===== src/source/riscv_pkg.sv =====
package riscv_pkg;

    localparam int XLEN = 64;

    typedef logic [XLEN-1:0] xlen_t;  // Data and PC word
    typedef logic [2:0]      br_op_t; // Branch operation code

    // Conditional branches reuse funct3
    localparam br_op_t OP_BEQ  = 3'b000;
    localparam br_op_t OP_BNE  = 3'b001;
    localparam br_op_t OP_JAL  = 3'b010; // Free funct3 slots hold the jumps
    localparam br_op_t OP_JALR = 3'b011;
    localparam br_op_t OP_BLT  = 3'b100;
    localparam br_op_t OP_BGE  = 3'b101;
    localparam br_op_t OP_BLTU = 3'b110;
    localparam br_op_t OP_BGEU = 3'b111;

    // Fall-through step, no compressed instructions
    localparam xlen_t INSN_BYTES = 64'd4;

endpackage


===== src/source/bq_pkg.sv =====
package bq_pkg;

    localparam int ROB_ID_W = 6;

    // Tag of an instruction in the reorder buffer
    typedef logic [ROB_ID_W-1:0] rob_id_t;

endpackage


===== src/source/branch_exec_stage.sv =====
`timescale 1ns/1ps

module branch_exec_stage #(
    parameter int BQ_DEPTH = 8
) (
    input  logic                          clk,
    input  logic                          rstn,
    input  logic                          issue_valid_i,
    input  bq_pkg::rob_id_t               issue_rob_id_i,
    input  logic [$clog2(BQ_DEPTH)-1:0]   issue_idx_i,
    input  riscv_pkg::br_op_t             issue_op_i,
    input  riscv_pkg::xlen_t              issue_rs1_i,
    input  riscv_pkg::xlen_t              issue_rs2_i,
    input  riscv_pkg::xlen_t              issue_pc_i,
    input  riscv_pkg::xlen_t              issue_imm_i,
    output logic                          complete_valid_o,
    output bq_pkg::rob_id_t               complete_rob_id_o,
    output logic [$clog2(BQ_DEPTH)-1:0]   ex_idx_o,
    output logic                          ex_taken_o,
    output riscv_pkg::xlen_t              ex_next_pc_o
);

    localparam int IDX_W = $clog2(BQ_DEPTH);

    riscv_pkg::xlen_t diff;
    logic             borrow;
    logic             zero;
    logic             sign;
    logic             lt_signed;
    logic             taken;
    riscv_pkg::xlen_t adder_in;
    riscv_pkg::xlen_t adder_sum;
    riscv_pkg::xlen_t target;
    riscv_pkg::xlen_t next_pc;

    // One subtraction for all compares, borrow set when rs1 < rs2 unsigned
    assign {borrow, diff} = {1'b0, issue_rs1_i} - {1'b0, issue_rs2_i};
    assign zero = (diff == '0);
    assign sign = diff[riscv_pkg::XLEN-1];

    // Signs differ: rs1 negative means less, otherwise no overflow possible
    assign lt_signed = (issue_rs1_i[riscv_pkg::XLEN-1] ^ issue_rs2_i[riscv_pkg::XLEN-1]) ?
                       issue_rs1_i[riscv_pkg::XLEN-1] : sign;

    always_comb begin
        case (issue_op_i)
            riscv_pkg::OP_BEQ:  taken = zero;
            riscv_pkg::OP_BNE:  taken = ~zero;
            riscv_pkg::OP_BLT:  taken = lt_signed;
            riscv_pkg::OP_BGE:  taken = ~lt_signed;
            riscv_pkg::OP_BLTU: taken = borrow;
            riscv_pkg::OP_BGEU: taken = ~borrow;
            default:            taken = 1'b1; // JAL and JALR
        endcase
    end

    // Target base is rs1 only for JALR
    assign adder_in  = (issue_op_i == riscv_pkg::OP_JALR) ? issue_rs1_i : issue_pc_i;
    assign adder_sum = adder_in + issue_imm_i;
    assign target    = (issue_op_i == riscv_pkg::OP_JALR) ? {adder_sum[riscv_pkg::XLEN-1:1], 1'b0}
                                                          : adder_sum;
    assign next_pc   = taken ? target : issue_pc_i + riscv_pkg::INSN_BYTES;

    always_ff @(posedge clk) begin
        if (!rstn) begin
            complete_valid_o <= 1'b0;
        end else begin
            complete_valid_o <= issue_valid_i;
        end
    end

    // Payload follows the valid bit
    always_ff @(posedge clk) begin
        complete_rob_id_o <= issue_rob_id_i;
        ex_idx_o          <= issue_idx_i[IDX_W-1:0];
        ex_taken_o        <= taken;
        ex_next_pc_o      <= next_pc;
    end

endmodule


===== src/source/branch_check_stage.sv =====
`timescale 1ns/1ps

module branch_check_stage #(
    parameter int BQ_DEPTH = 8
) (
    input  logic                          clk,
    input  logic                          rstn,
    input  logic                          ex_valid_i,
    input  logic [$clog2(BQ_DEPTH)-1:0]   ex_idx_i,
    input  logic                          ex_taken_i,
    input  riscv_pkg::xlen_t              ex_next_pc_i,
    output logic [$clog2(BQ_DEPTH)-1:0]   lookup_idx_o,
    input  logic                          lookup_taken_i,
    input  riscv_pkg::xlen_t              lookup_next_pc_i,
    output logic                          res_valid_o,
    output logic [$clog2(BQ_DEPTH)-1:0]   res_idx_o,
    output logic                          res_taken_o,
    output riscv_pkg::xlen_t              res_next_pc_o,
    output logic                          res_mispredict_o
);

    localparam int IDX_W = $clog2(BQ_DEPTH);

    logic mispredict;

    // Stored prediction of the incoming slot, read combinationally
    assign lookup_idx_o = ex_idx_i[IDX_W-1:0];

    // Wrong direction or wrong next PC
    assign mispredict = (ex_taken_i != lookup_taken_i) ||
                        (ex_next_pc_i != lookup_next_pc_i);

    always_ff @(posedge clk) begin
        if (!rstn) begin
            res_valid_o <= 1'b0;
        end else begin
            res_valid_o <= ex_valid_i;
        end
    end

    always_ff @(posedge clk) begin
        res_idx_o        <= ex_idx_i;
        res_taken_o      <= ex_taken_i;
        res_next_pc_o    <= ex_next_pc_i;
        res_mispredict_o <= mispredict;
    end

endmodule


===== src/source/branch_queue.sv =====
`timescale 1ns/1ps

module branch_queue #(
    parameter int BQ_DEPTH = 8
) (
    input  logic                          clk,
    input  logic                          rstn,
    input  logic                          predict_valid_i,
    input  bq_pkg::rob_id_t               predict_rob_id_i,
    input  logic                          predict_taken_i,
    input  riscv_pkg::xlen_t              predict_next_pc_i,
    output logic                          predict_ready_o,
    output logic [$clog2(BQ_DEPTH)-1:0]   predict_idx_o,
    input  logic [$clog2(BQ_DEPTH)-1:0]   lookup_idx_i,
    output logic                          lookup_taken_o,
    output riscv_pkg::xlen_t              lookup_next_pc_o,
    input  logic                          res_valid_i,
    input  logic [$clog2(BQ_DEPTH)-1:0]   res_idx_i,
    input  logic                          res_taken_i,
    input  riscv_pkg::xlen_t              res_next_pc_i,
    input  logic                          res_mispredict_i,
    input  logic                          retire_valid_i,
    input  bq_pkg::rob_id_t               retire_rob_id_i,
    output logic                          commit_valid_o,
    output logic                          commit_mispredict_o,
    output riscv_pkg::xlen_t              commit_next_pc_o
);

    localparam int IDX_W = $clog2(BQ_DEPTH);

    // Per-slot storage
    bq_pkg::rob_id_t  rob_id_q       [BQ_DEPTH];
    logic             pred_taken_q   [BQ_DEPTH];
    riscv_pkg::xlen_t pred_next_pc_q [BQ_DEPTH];
    logic             resolved_q     [BQ_DEPTH];
    logic             mispredict_q   [BQ_DEPTH];
    riscv_pkg::xlen_t act_next_pc_q  [BQ_DEPTH];

    logic [IDX_W-1:0] tail_q;
    logic [IDX_W-1:0] head_q;
    logic [IDX_W:0]   count_q; // One bit wider so full is exact
    logic             full;
    logic             empty;
    logic             push;
    logic             pop;
    logic             head_res_hit;

    assign full  = (count_q == (IDX_W+1)'(BQ_DEPTH));
    assign empty = (count_q == '0);

    assign predict_ready_o = ~full;
    assign predict_idx_o   = tail_q;

    assign push = predict_valid_i && ~full;
    // Only a retire of the head branch pops, other retires pass by
    assign pop  = retire_valid_i && ~empty && (rob_id_q[head_q] == retire_rob_id_i);

    assign lookup_taken_o   = pred_taken_q[lookup_idx_i];
    assign lookup_next_pc_o = pred_next_pc_q[lookup_idx_i];

    // Resolution landing on the head in the same cycle as its retire
    assign head_res_hit  = res_valid_i && (res_idx_i == head_q);

    always_ff @(posedge clk) begin
        if (!rstn) begin
            tail_q  <= '0;
            head_q  <= '0;
            count_q <= '0;
        end else begin
            if (push) tail_q <= tail_q + 1'b1; // Wraps with the index width
            if (pop)  head_q <= head_q + 1'b1;
            case ({push, pop})
                2'b10:   count_q <= count_q + 1'b1;
                2'b01:   count_q <= count_q - 1'b1;
                default: count_q <= count_q;
            endcase
        end
    end

    always_ff @(posedge clk) begin
        if (push) begin
            rob_id_q[tail_q]       <= predict_rob_id_i;
            pred_taken_q[tail_q]   <= predict_taken_i;
            pred_next_pc_q[tail_q] <= predict_next_pc_i;
            resolved_q[tail_q]     <= 1'b0;
        end
        // Out of order, any owned slot
        if (res_valid_i) begin
            resolved_q[res_idx_i]    <= 1'b1;
            mispredict_q[res_idx_i]  <= res_mispredict_i;
            act_next_pc_q[res_idx_i] <= res_next_pc_i;
        end
    end

    always_ff @(posedge clk) begin
        if (!rstn) begin
            commit_valid_o <= 1'b0;
        end else begin
            commit_valid_o <= pop;
        end
    end

    // Report of the popped head, the flush happens at commit
    always_ff @(posedge clk) begin
        if (pop) begin
            commit_mispredict_o <= head_res_hit ? res_mispredict_i : mispredict_q[head_q];
            commit_next_pc_o    <= head_res_hit ? res_next_pc_i : act_next_pc_q[head_q];
        end
    end

endmodule


===== src/source/branch_unit.sv =====
`timescale 1ns/1ps

module branch_unit #(
    parameter int BQ_DEPTH = 8
) (
    input  logic                          clk,
    input  logic                          rstn,
    // Front end insert
    input  logic                          predict_valid_i,
    input  bq_pkg::rob_id_t               predict_rob_id_i,
    input  logic                          predict_taken_i,
    input  riscv_pkg::xlen_t              predict_next_pc_i,
    output logic                          predict_ready_o,
    output logic [$clog2(BQ_DEPTH)-1:0]   predict_idx_o,
    // Issue, never stalled
    input  logic                          issue_valid_i,
    input  bq_pkg::rob_id_t               issue_rob_id_i,
    input  logic [$clog2(BQ_DEPTH)-1:0]   issue_idx_i,
    input  riscv_pkg::br_op_t             issue_op_i,
    input  riscv_pkg::xlen_t              issue_rs1_i,
    input  riscv_pkg::xlen_t              issue_rs2_i,
    input  riscv_pkg::xlen_t              issue_pc_i,
    input  riscv_pkg::xlen_t              issue_imm_i,
    // To and from the ROB
    output logic                          complete_valid_o,
    output bq_pkg::rob_id_t               complete_rob_id_o,
    input  logic                          retire_valid_i,
    input  bq_pkg::rob_id_t               retire_rob_id_i,
    output logic                          commit_valid_o,
    output logic                          commit_mispredict_o,
    output riscv_pkg::xlen_t              commit_next_pc_o
);

    localparam int IDX_W = $clog2(BQ_DEPTH);

    logic [IDX_W-1:0] ex_idx;
    logic             ex_taken;
    riscv_pkg::xlen_t ex_next_pc;
    logic [IDX_W-1:0] lookup_idx;
    logic             lookup_taken;
    riscv_pkg::xlen_t lookup_next_pc;
    logic             res_valid;
    logic [IDX_W-1:0] res_idx;
    logic             res_taken;
    riscv_pkg::xlen_t res_next_pc;
    logic             res_mispredict;

    branch_exec_stage #(
        .BQ_DEPTH (BQ_DEPTH)
    ) i_branch_exec_stage (
        .clk               (clk),
        .rstn              (rstn),
        .issue_valid_i     (issue_valid_i),
        .issue_rob_id_i    (issue_rob_id_i),
        .issue_idx_i       (issue_idx_i),
        .issue_op_i        (issue_op_i),
        .issue_rs1_i       (issue_rs1_i),
        .issue_rs2_i       (issue_rs2_i),
        .issue_pc_i        (issue_pc_i),
        .issue_imm_i       (issue_imm_i),
        .complete_valid_o  (complete_valid_o), // Doubles as the stage-1 valid
        .complete_rob_id_o (complete_rob_id_o),
        .ex_idx_o          (ex_idx),
        .ex_taken_o        (ex_taken),
        .ex_next_pc_o      (ex_next_pc)
    );

    branch_check_stage #(
        .BQ_DEPTH (BQ_DEPTH)
    ) i_branch_check_stage (
        .clk              (clk),
        .rstn             (rstn),
        .ex_valid_i       (complete_valid_o),
        .ex_idx_i         (ex_idx),
        .ex_taken_i       (ex_taken),
        .ex_next_pc_i     (ex_next_pc),
        .lookup_idx_o     (lookup_idx),
        .lookup_taken_i   (lookup_taken),
        .lookup_next_pc_i (lookup_next_pc),
        .res_valid_o      (res_valid),
        .res_idx_o        (res_idx),
        .res_taken_o      (res_taken),
        .res_next_pc_o    (res_next_pc),
        .res_mispredict_o (res_mispredict)
    );

    branch_queue #(
        .BQ_DEPTH (BQ_DEPTH)
    ) i_branch_queue (
        .clk                 (clk),
        .rstn                (rstn),
        .predict_valid_i     (predict_valid_i),
        .predict_rob_id_i    (predict_rob_id_i),
        .predict_taken_i     (predict_taken_i),
        .predict_next_pc_i   (predict_next_pc_i),
        .predict_ready_o     (predict_ready_o),
        .predict_idx_o       (predict_idx_o),
        .lookup_idx_i        (lookup_idx),
        .lookup_taken_o      (lookup_taken),
        .lookup_next_pc_o    (lookup_next_pc),
        .res_valid_i         (res_valid),
        .res_idx_i           (res_idx),
        .res_taken_i         (res_taken),
        .res_next_pc_i       (res_next_pc),
        .res_mispredict_i    (res_mispredict),
        .retire_valid_i      (retire_valid_i),
        .retire_rob_id_i     (retire_rob_id_i),
        .commit_valid_o      (commit_valid_o),
        .commit_mispredict_o (commit_mispredict_o),
        .commit_next_pc_o    (commit_next_pc_o)
    );

endmodule


===== config.mk =====
export PLATFORM = sky130hd
export DESIGN_NAME = branch_unit
export DESIGN_NICKNAME = d
export VERILOG_FILES = /design/src/source/riscv_pkg.sv /design/src/source/bq_pkg.sv /design/src/source/branch_exec_stage.sv /design/src/source/branch_check_stage.sv /design/src/source/branch_queue.sv /design/src/source/branch_unit.sv
export SDC_FILE = /design/constraint.sdc
export NUM_CORES = 2
export LEC_CHECK = 0
export ABC_AREA = 1
export BUFFER_PORTS_ARGS = -buffer_cell sky130_fd_sc_hd__buf_4
export CAP_MARGIN = 20
export CORE_ASPECT_RATIO = 0.75
export CORE_MARGIN = 1
export CORE_UTILIZATION = 34
export CTS_BUF_LIST = sky130_fd_sc_hd__clkbuf_8
export DETAILED_ROUTE_END_ITERATION = 10
export MAX_ROUTING_LAYER = met4
export PLACE_DENSITY = 0.48
export RECOVER_POWER = 50
export SYNTH_ARGS = -nofsm -noshare
export SYNTH_HDL_FRONTEND = slang
export SYNTH_SLANG_ARGS = --single-unit

===== constraint.sdc =====
create_clock -name clk -period 9.6 [get_ports clk]
set_clock_uncertainty 0.05 [all_clocks]
set_input_delay 1.92 -clock clk [delete_from_list [all_inputs] [get_ports clk]]
set_output_delay 1.92 -clock clk [all_outputs]
set_load 0.01 [all_outputs]

Yosys cells after proc, flatten, opt, wreduce, memory -nomap -nowiden
Memories as Yosys holds them, arrays and structs flattened. A register that Yosys moved wholly into a read port is not among the register bits. Index checks and enable logic that the tools add are counted.

Memories: 5. Memory bits (writable): 1088. Output and inout bits: 77. Logic and storage cells: 63. Input bits: 350. Flip-flop bits (word level): 155.

Equality and inequality tests: 12. Add/sub/neg operators: 7. Bitwise gates (word level): 6. Reduce and logical (&&, ||, !) cells: 8. Muxes and demuxes: 12.

Memories: i_branch_queue.act_next_pc_q (words 8, width 64, read ports 1, clocked after Yosys merged registers in 1, wr ports 1, RTL line branch_queue.sv:37) `riscv_pkg::xlen_t act_next_pc_q [BQ_DEPTH];`; i_branch_queue.pred_next_pc_q (words 8, width 64, read ports 1, clocked after Yosys merged registers in 1, wr ports 1, RTL line branch_queue.sv:34) `riscv_pkg::xlen_t pred_next_pc_q [BQ_DEPTH];`; i_branch_queue.rob_id_q (words 8, width 6, read ports 1, clocked after Yosys merged registers in 1, wr ports 1, RTL line branch_queue.sv:32) `bq_pkg::rob_id_t rob_id_q [BQ_DEPTH];`; i_branch_queue.mispredict_q (words 8, width 1, read ports 1, clocked after Yosys merged registers in 1, wr ports 1, RTL line branch_queue.sv:36) `logic mispredict_q [BQ_DEPTH];`; i_branch_queue.pred_taken_q (words 8, width 1, read ports 1, clocked after Yosys merged registers in 1, wr ports 1, RTL line branch_queue.sv:33) `logic pred_taken_q [BQ_DEPTH];`.

Operators by type and width (count): 64-bit two-way mux (2); 64-bit by 64-bit subtractor with 65-bit output (1); 64-bit by 3-bit adder with 64-bit output, second input constant (1); 64-bit adder (1); 64-bit logical NOT (1); 64-bit inequality test (1); 3-bit equality test, second input constant (4); 4-bit one-hot mux with 2 select lines (1); 3-bit by 1-bit adder with 3-bit output, second input constant (2); 6-bit equality test (1); 1-bit two-way mux (6); 3-bit two-way mux (2); 1-bit one-hot mux with 6 select lines (1); 1-bit inverter (5); 4-bit by 1-bit adder with 4-bit output, second input constant (1); 4-bit equality test, second input constant (1); 4-bit logical NOT (1); 4-bit by 1-bit subtractor with 4-bit output, second input constant (1); 3-bit by 1-bit equality test with 1-bit output, second input constant (1); 3-bit by 2-bit equality test with 1-bit output, second input constant (1); 1-bit logical AND (3); 3-bit logical NOT (1); 2-bit by 1-bit equality test with 1-bit output, second input constant (1); 2-bit equality test, second input constant (1); other kinds (4) (4).

Depth between registers and ports, before layout
Depth in word-level cells: 6. Gate-level depth with buffers: 32. Mapped depth without buffers: 29.

Cells and area by module
A second synthesis with hierarchy kept.

Cells, all modules: 6607. Area, all modules: 63051.7 um^2.

Modules (own cells, without submodules): branch_queue (instances 1, sequential area each 34903.5 um^2, cells each 3336, area each 45103.3 um^2); branch_exec_stage (instances 1, sequential area each 1501.4 um^2, cells each 2972, area each 15483.6 um^2); branch_check_stage (instances 1, sequential area each 1401.3 um^2, cells each 299, area each 2464.9 um^2).

Worst setup path before layout
Ideal clock, no wire load.

Path type: input to register. Start: input retire_rob_id_i[0]. End: register i_branch_queue.count_q[3]. Library setup time: 0.119 ns. Path buffers: 0. Cell stages on the path: 14. Arrival: 6.737 ns. Path slack: 2.693 ns. Data required time: 9.431 ns. Cell sequence: xor2_1 > o2111ai_1 > or2_2 > nor2_1 > ha_1 > ha_1 > nand2_1 > nor2_1 > a211oi_1 > nor2_1 > nor2_1 > nand2_1 > o21ai_0 > a21oi_1.

Longest elaborated chain between the ends: 4. Elaborated cells between the ends (all ways): 6. Those cells by class: eq/ne: 3; mux: 1; reduce/logical: 2.

Ends and longest elaborated chain: start: declaration (RTL line branch_unit.sv:28) `input bq_pkg::rob_id_t retire_rob_id_i,`; 6-bit equality test * (RTL line branch_queue.sv:56) `assign pop = retire_valid_i && ~empty && (rob_id_q[head_q] == retire_rob_id_i);`; 1-bit logical AND * (RTL line branch_queue.sv:56); net i_branch_queue.pop (RTL line branch_queue.sv:45) `logic pop;`; 2-bit by 1-bit equality test with 1-bit output or 2-bit equality test (tied branches) (RTL line branch_queue.sv:72) `case ({push, pop})`; 4-bit one-hot mux with 2 select lines or 2-bit nonzero test (tied branches); end signal: assignment (RTL line branch_queue.sv:73) `2'b10: count_q <= count_q + 1'b1;`; end signal: assignment (RTL line branch_queue.sv:74) `2'b01: count_q <= count_q - 1'b1;`; end signal: assignment (RTL line branch_queue.sv:75) `default: count_q <= count_q;`; end: declaration (RTL line branch_queue.sv:41) `logic [IDX_W:0] count_q;`.

The timed path passes the listed nets; every way through them passes the cells marked *. A chain may end at the register's enable or synchronous reset.

Worst setup path in the final report
Start: input issue_rs1_i[26]. End: register i_branch_exec_stage.ex_next_pc_o[5].

Longest elaborated chain between the ends: 5. Elaborated cells between the ends (all ways): 8. Those cells by class: add/sub: 1; mux: 3; bitwise: 3; reduce/logical: 1.

Ends and longest elaborated chain: start: declaration (RTL line branch_unit.sv:20) `input riscv_pkg::xlen_t issue_rs1_i,`; 64-bit by 64-bit subtractor with 65-bit output * (RTL line branch_exec_stage.sv:37) `assign {borrow, diff} = {1'b0, issue_rs1_i} - {1'b0, issue_rs2_i};`; 64-bit logical NOT or 1-bit two-way mux (tied branches) (RTL line branch_exec_stage.sv:38, branch_exec_stage.sv:42); 1-bit inverter, on equally long branches (RTL line branch_exec_stage.sv:48, branch_exec_stage.sv:50); 1-bit one-hot mux with 6 select lines * (RTL line branch_exec_stage.sv:46) `case (issue_op_i)`; 64-bit two-way mux * (RTL line branch_exec_stage.sv:62) `assign next_pc = taken ? target : issue_pc_i + riscv_pkg::INSN_BYTES;`; net i_branch_exec_stage.next_pc[5] (RTL line branch_exec_stage.sv:34) `riscv_pkg::xlen_t next_pc;`; end signal: assignment (RTL line branch_exec_stage.sv:77) `ex_next_pc_o <= next_pc;`; end: declaration (RTL line branch_exec_stage.sv:20) `output riscv_pkg::xlen_t ex_next_pc_o`.

Marked as above.

==> results.txt <==
The run finished, with violations left. The final reports fail on capacitance limit, slew limit. Counting flops with an async set or reset pin after synthesis yields a share of 0%.

Among the stages of the critical path, the cell type that occurs most often is nand2_1. Along the worst hold path, the cell count comes to 0. The first global-routing pass estimated 321000 um of wire.

The CTS tree is yes. The largest net degree at the start of global routing came out at 137. In the final layout, flip-flops and latches occupy 0.0378 mm^2. The horizontal die dimension came out at 496 um. The destination of the worst hold path is i_branch_check_stage.res_next_pc_o[33]$_DFF_P_. The sink count of the clock tree is 1311.

Of the cells placed in the final design, the portion with a size suffix greater than 1 is 10.9%. Setup violations remaining at the end of the flow were counted as 0. The startpoint of the most critical register-to-register path is i_branch_exec_stage.ex_idx_o[0]$_DFF_P_. Across all register-to-register paths, the minimum setup slack is 3.76 ns.

The number of DRC violations after detailed routing came out at 0. The root buffer cell chosen for the clock tree is clkbuf_8. Dividing the detail-routed via count by the number of cells gives 5.18.

For this run, the number of Yosys warnings is 0. For this design, the CTS-stage hold fixing added 0 buffers. The post-cts gate resize count is 0. The number of antenna violations at the first check in global routing is 67.

The worst reg2reg path endpoint is i_branch_check_stage.res_mispredict_o$_DFF_P_. The insertion delay to the later sink of the worst-skew pair came out at 0.95 ns. The worst setup slack after placement is 2.22 ns. The global placement routability congestion came out at 1.00. Sorting the synthesized cells by area gives the leading types as edfxtp_1, nand2_1, o21ai_0. The standard cell core area came out at 0.181 mm^2. Global routing consumed, over all layers together, 24.3% of the routing resources. The number of hold violations in the final report is 0. The worst endpoint required time is 10.42 ns. The starting density of the core is 34.4%. The number of buffers on the longest clock path is 3.

The top cell type by area accounts for 55.6% of the synthesized area. Dividing the detail-routed wire length by the instance count gives 23.8 um. Of the total power, the share spent switching nets is 28.3%. For this block, the routed nets add up to 222000 um of wire.

The combinational fraction of design power came out at 12.3%. The number of synthesized flops with an enable pin is 1153. The largest stage delay on the critical path came out at 0.78 ns. The initialized floorplan defines 135 standard-cell rows. The final critical delay including setup and external delays is 6.72 ns. The library cell occupying the most area in the post-synthesis netlist is edfxtp_1. The first-pass iteration count of the detailed router came out at 6.

The number of slew-limit violations in the final report is 224. The tightest min-delay check is of the reg -> reg type. The count of antenna-violating nets left after detailed routing came out at 0.

The leading register cell type out of synthesis is edfxtp_1. The count of port buffers added during placement is 426. The worst hold path begins at i_branch_exec_stage.ex_next_pc_o[33]$_DFF_P_.

The buffers inserted during post-CTS setup optimization is 0. The multi-input combinational cells in the finished layout cover a total of 0.0210 mm^2. The placed wire-length estimate came out at 154000 um. After technology mapping, the gate count stands at 6291. The topmost layer with routed signal wires is met4.

The finished cells cover 0.0719 mm^2. The area of the mapped netlist is 0.0623 mm^2. Per report_power, the sequential group accounts for 52.5% of the total. The synthesis-stage register bit count came out at 1311.

The die is 373 um tall. The net switching power is 3720 uW. The critical path in this run is classified as in -> reg. The aggregate negative setup slack is 0 ns. Clock-pin slew was measured on the worst setup and hold paths at 0.06 ns. The number of cells on the worst reg-to-reg path is 11. During I/O placement, the number of pins put on the boundary was 427. The number of clock buffers added by TritonCTS is 208.

The count of H-tree levels built during CTS is 4. The measured slew at the worst slew-check pin came out at 2.82 ns. The met3 wire length is 14800 um. Relative to the synthesized area, the layout overhead comes to 15.3%. In this run the power density over the cells is 183 mW/mm^2. The number of DRC markers in iteration 0 came out at 4520. The peak clock frequency supported by timing is 149 MHz. On the critical path, the stage with the largest delay is an instance of fa_1.

The die outline area is 0.185 mm^2. After synthesis, the netlist uses 50 different library cells. The clock share of power is 35.2%. In this run the cell area measured after placement is 0.0681 mm^2. Of all nets on the critical path, the largest fanout is 65. Setup repair after global routing left no endpoint under its margin. The portion of the clock cycle consumed by the worst path in the final layout came out at 70.0%. The per-instance average area after synthesis is 9.90 um^2. The detailed-route wire length on metal 1 is 102000 um. The detailed router placed 48.4k vias in this run. Summed over all cells, the static leakage comes to 0.0283 uW. The data arrival time of the critical path is 7.55 ns. The post-layout net count came out at 7207. The number of nets produced by synthesis is 6778. Across the VDD grid, the largest voltage drop is 0.000121 V. The total design power is 13100 uW. The met2 wire length came out at 99700 um.

The total global routing overflow is 0. The final setup slack of the worst path is 2.88 ns. The number of global-route vias before repair is 46.0k. The filler cell count in the final layout came out at 18.1k. The category of the worst setup path capture point is a register. Across the run, the number of max-cap violations was 8. The total internal power came out at 9400 uW. The share of the Yosys chip area taken by registers is 60.6%. The element type at the critical path start is an input port. Headroom to the max-slew limit came out at -87.9%.
## Yosys cell counts (2+ instances only)
cell and count:
edfxtp_1 1153, nor2_2 11, buf_2 22, nor3b_2 2, a31oi_1 27, o221ai_1 168, and3_1 9, ha_1 133
o22ai_1 85, buf_6 5, clkinv_1 4, a21boi_0 2, nand2_1 1162, a21oi_1 203, a21o_1 9, nor4_1 33
and2_1 10, o211ai_1 18, nor3_1 49, o311ai_0 3, xnor2_1 63, o2111ai_1 4, xor2_1 133, or2_2 12
inv_2 16, nand3_1 184, dfxtp_1 158, buf_4 4, o21ai_1 4, a211oi_1 2, fa_1 4, a221oi_1 24
nor2_1 801, inv_1 667, o21ai_0 709, clkbuf_1 216, nand2_2 2, buf_1 18, nand3_2 2, nand4_1 107
nand3b_1 16, o21a_1 13, o21bai_1 14, nor3_2 4
## registers in the layout, summed over array words and instances (netlist names), named ones only
signal and flops:
i_branch_check_stage.res_idx_o 3, i_branch_queue.head_q 3, i_branch_queue.commit_next_pc_o 64, i_branch_exec_stage.ex_next_pc_o 64, i_branch_queue.count_q 4, i_branch_check_stage.res_valid_o 1
i_branch_exec_stage.ex_idx_o 3, i_branch_exec_stage.ex_taken_o 1, i_branch_check_stage.res_mispredict_o 1, i_branch_queue.pred_taken_q 8, i_branch_queue.act_next_pc_q 512, i_branch_queue.commit_valid_o 1
i_branch_queue.commit_mispredict_o 1, i_branch_exec_stage.complete_rob_id_o 6, i_branch_exec_stage.complete_valid_o 1, i_branch_queue.mispredict_q 8, i_branch_queue.rob_id_q 48, i_branch_check_stage.res_next_pc_o 64
i_branch_queue.pred_next_pc_q 512, i_branch_queue.predict_idx_o 3
## layer usage
metal	GRT usage, %	vias to the layer above
li1	-	22800
met1	34.0	23600
met2	36.2	1717
met3	3.77	289
met4	7.26	0
met5	-	-
## layout make-up
cell class	instances	share of cell area, %
flip-flops and latches	1311	52.6
multi-input cells	4028	29.2
repair buffers	484	4.69
clock buffers	229	4.39
well taps	2397	4.17
inverters	687	3.61
clock inverters	163	1.24
diodes	29	0.101
## placed cells by master, fill, tap and decap left out, drive strengths merged, types with 6 or more instances in the layout
cell and n:
nor2 812, nor4 33, bufinv 6, a221oi 24
a31oi 27, nor3 53, nand2 1164, o21ai 713
diode 29, o21a 13, nand3 186, a21o 9
o21bai 14, inv 773, dfxtp 158, and3 9
xnor2 63, nand3b 16, clkbuf 312, edfxtp 1153
o22ai 85, clkinv 67, xor2 133, nand4 107
a21oi 203, and2 11, o221ai 168, ha 133
o211ai 18, or2 13, buf 401
## cell families after synthesis
group	after synthesis	share of synthesized area (%)
fa+ha+maj	137	2.80
buf+inv	952	5.86
compound gates	1287	12.0
simple gates	2408	15.9
xor+xnor	196	2.76
flops	1311	60.6
## critical path, delay by kind of cell
kind                     cells  cell delay (ns)
adder cells (fa/ha/maj)      2             1.14
buffers and inverters        3             1.01
AO/OA/AOI/OAI                1             0.10
AND/OR/NAND/NOR             23             3.24
## how the worst max path moves through the flow
| stage | start | to | slack (ns) | cells after the start |
|---|---|---|---|---|
| final | issue_rs1_i[26] | i_branch_exec_stage.ex_next_pc_o[5]$_DFF_P_ | 2.88 | 29 |
| after CTS | issue_rs1_i[22] | i_branch_exec_stage.ex_next_pc_o[36]$_DFF_P_ | 3.23 | 29 |
| after floorplan | retire_rob_id_i[0] | i_branch_queue.count_q[3]$_SDFFE_PN0P_ | 2.69 | 14 |
| after detailed placement | issue_rs1_i[2] | i_branch_exec_stage.ex_next_pc_o[5]$_DFF_P_ | 2.22 | 31 |
| after global routing | issue_rs1_i[26] | i_branch_exec_stage.ex_next_pc_o[37]$_DFF_P_ | 2.66 | 29 |
| after global placement | issue_rs1_i[2] | i_branch_exec_stage.ex_next_pc_o[0]$_DFF_P_ | 2.27 | 31 |
## through the flow
| step | utilization [%] | cells | hold slack (ns) |
|---|---|---|---|
| final | 39.6 | 9328 | 0.332 |
| after global routing | 39.6 | 9325 | 0.351 |
| after CTS | 39.8 | 9299 | 0.339 |
| after detailed placement | 37.6 | 8907 | 0.328 |
| after global placement | 37.6 | 8907 | 0.327 |
| after floorplan | - | 6291 | 0.276 |
## power groups by stage
stage / logic [uW] / clock network (uW) / registers (uW)
final: 1610 / 4620 / 6890
after floorplan: 975 / 0 / 6760
after CTS: 1610 / 4740 / 6890
after global routing: 1770 / 4990 / 6910
after detailed placement: 1600 / 0 / 7010
after global placement: 1600 / 0 / 7000
Note: power is estimated with default switching activity, not from simulation.
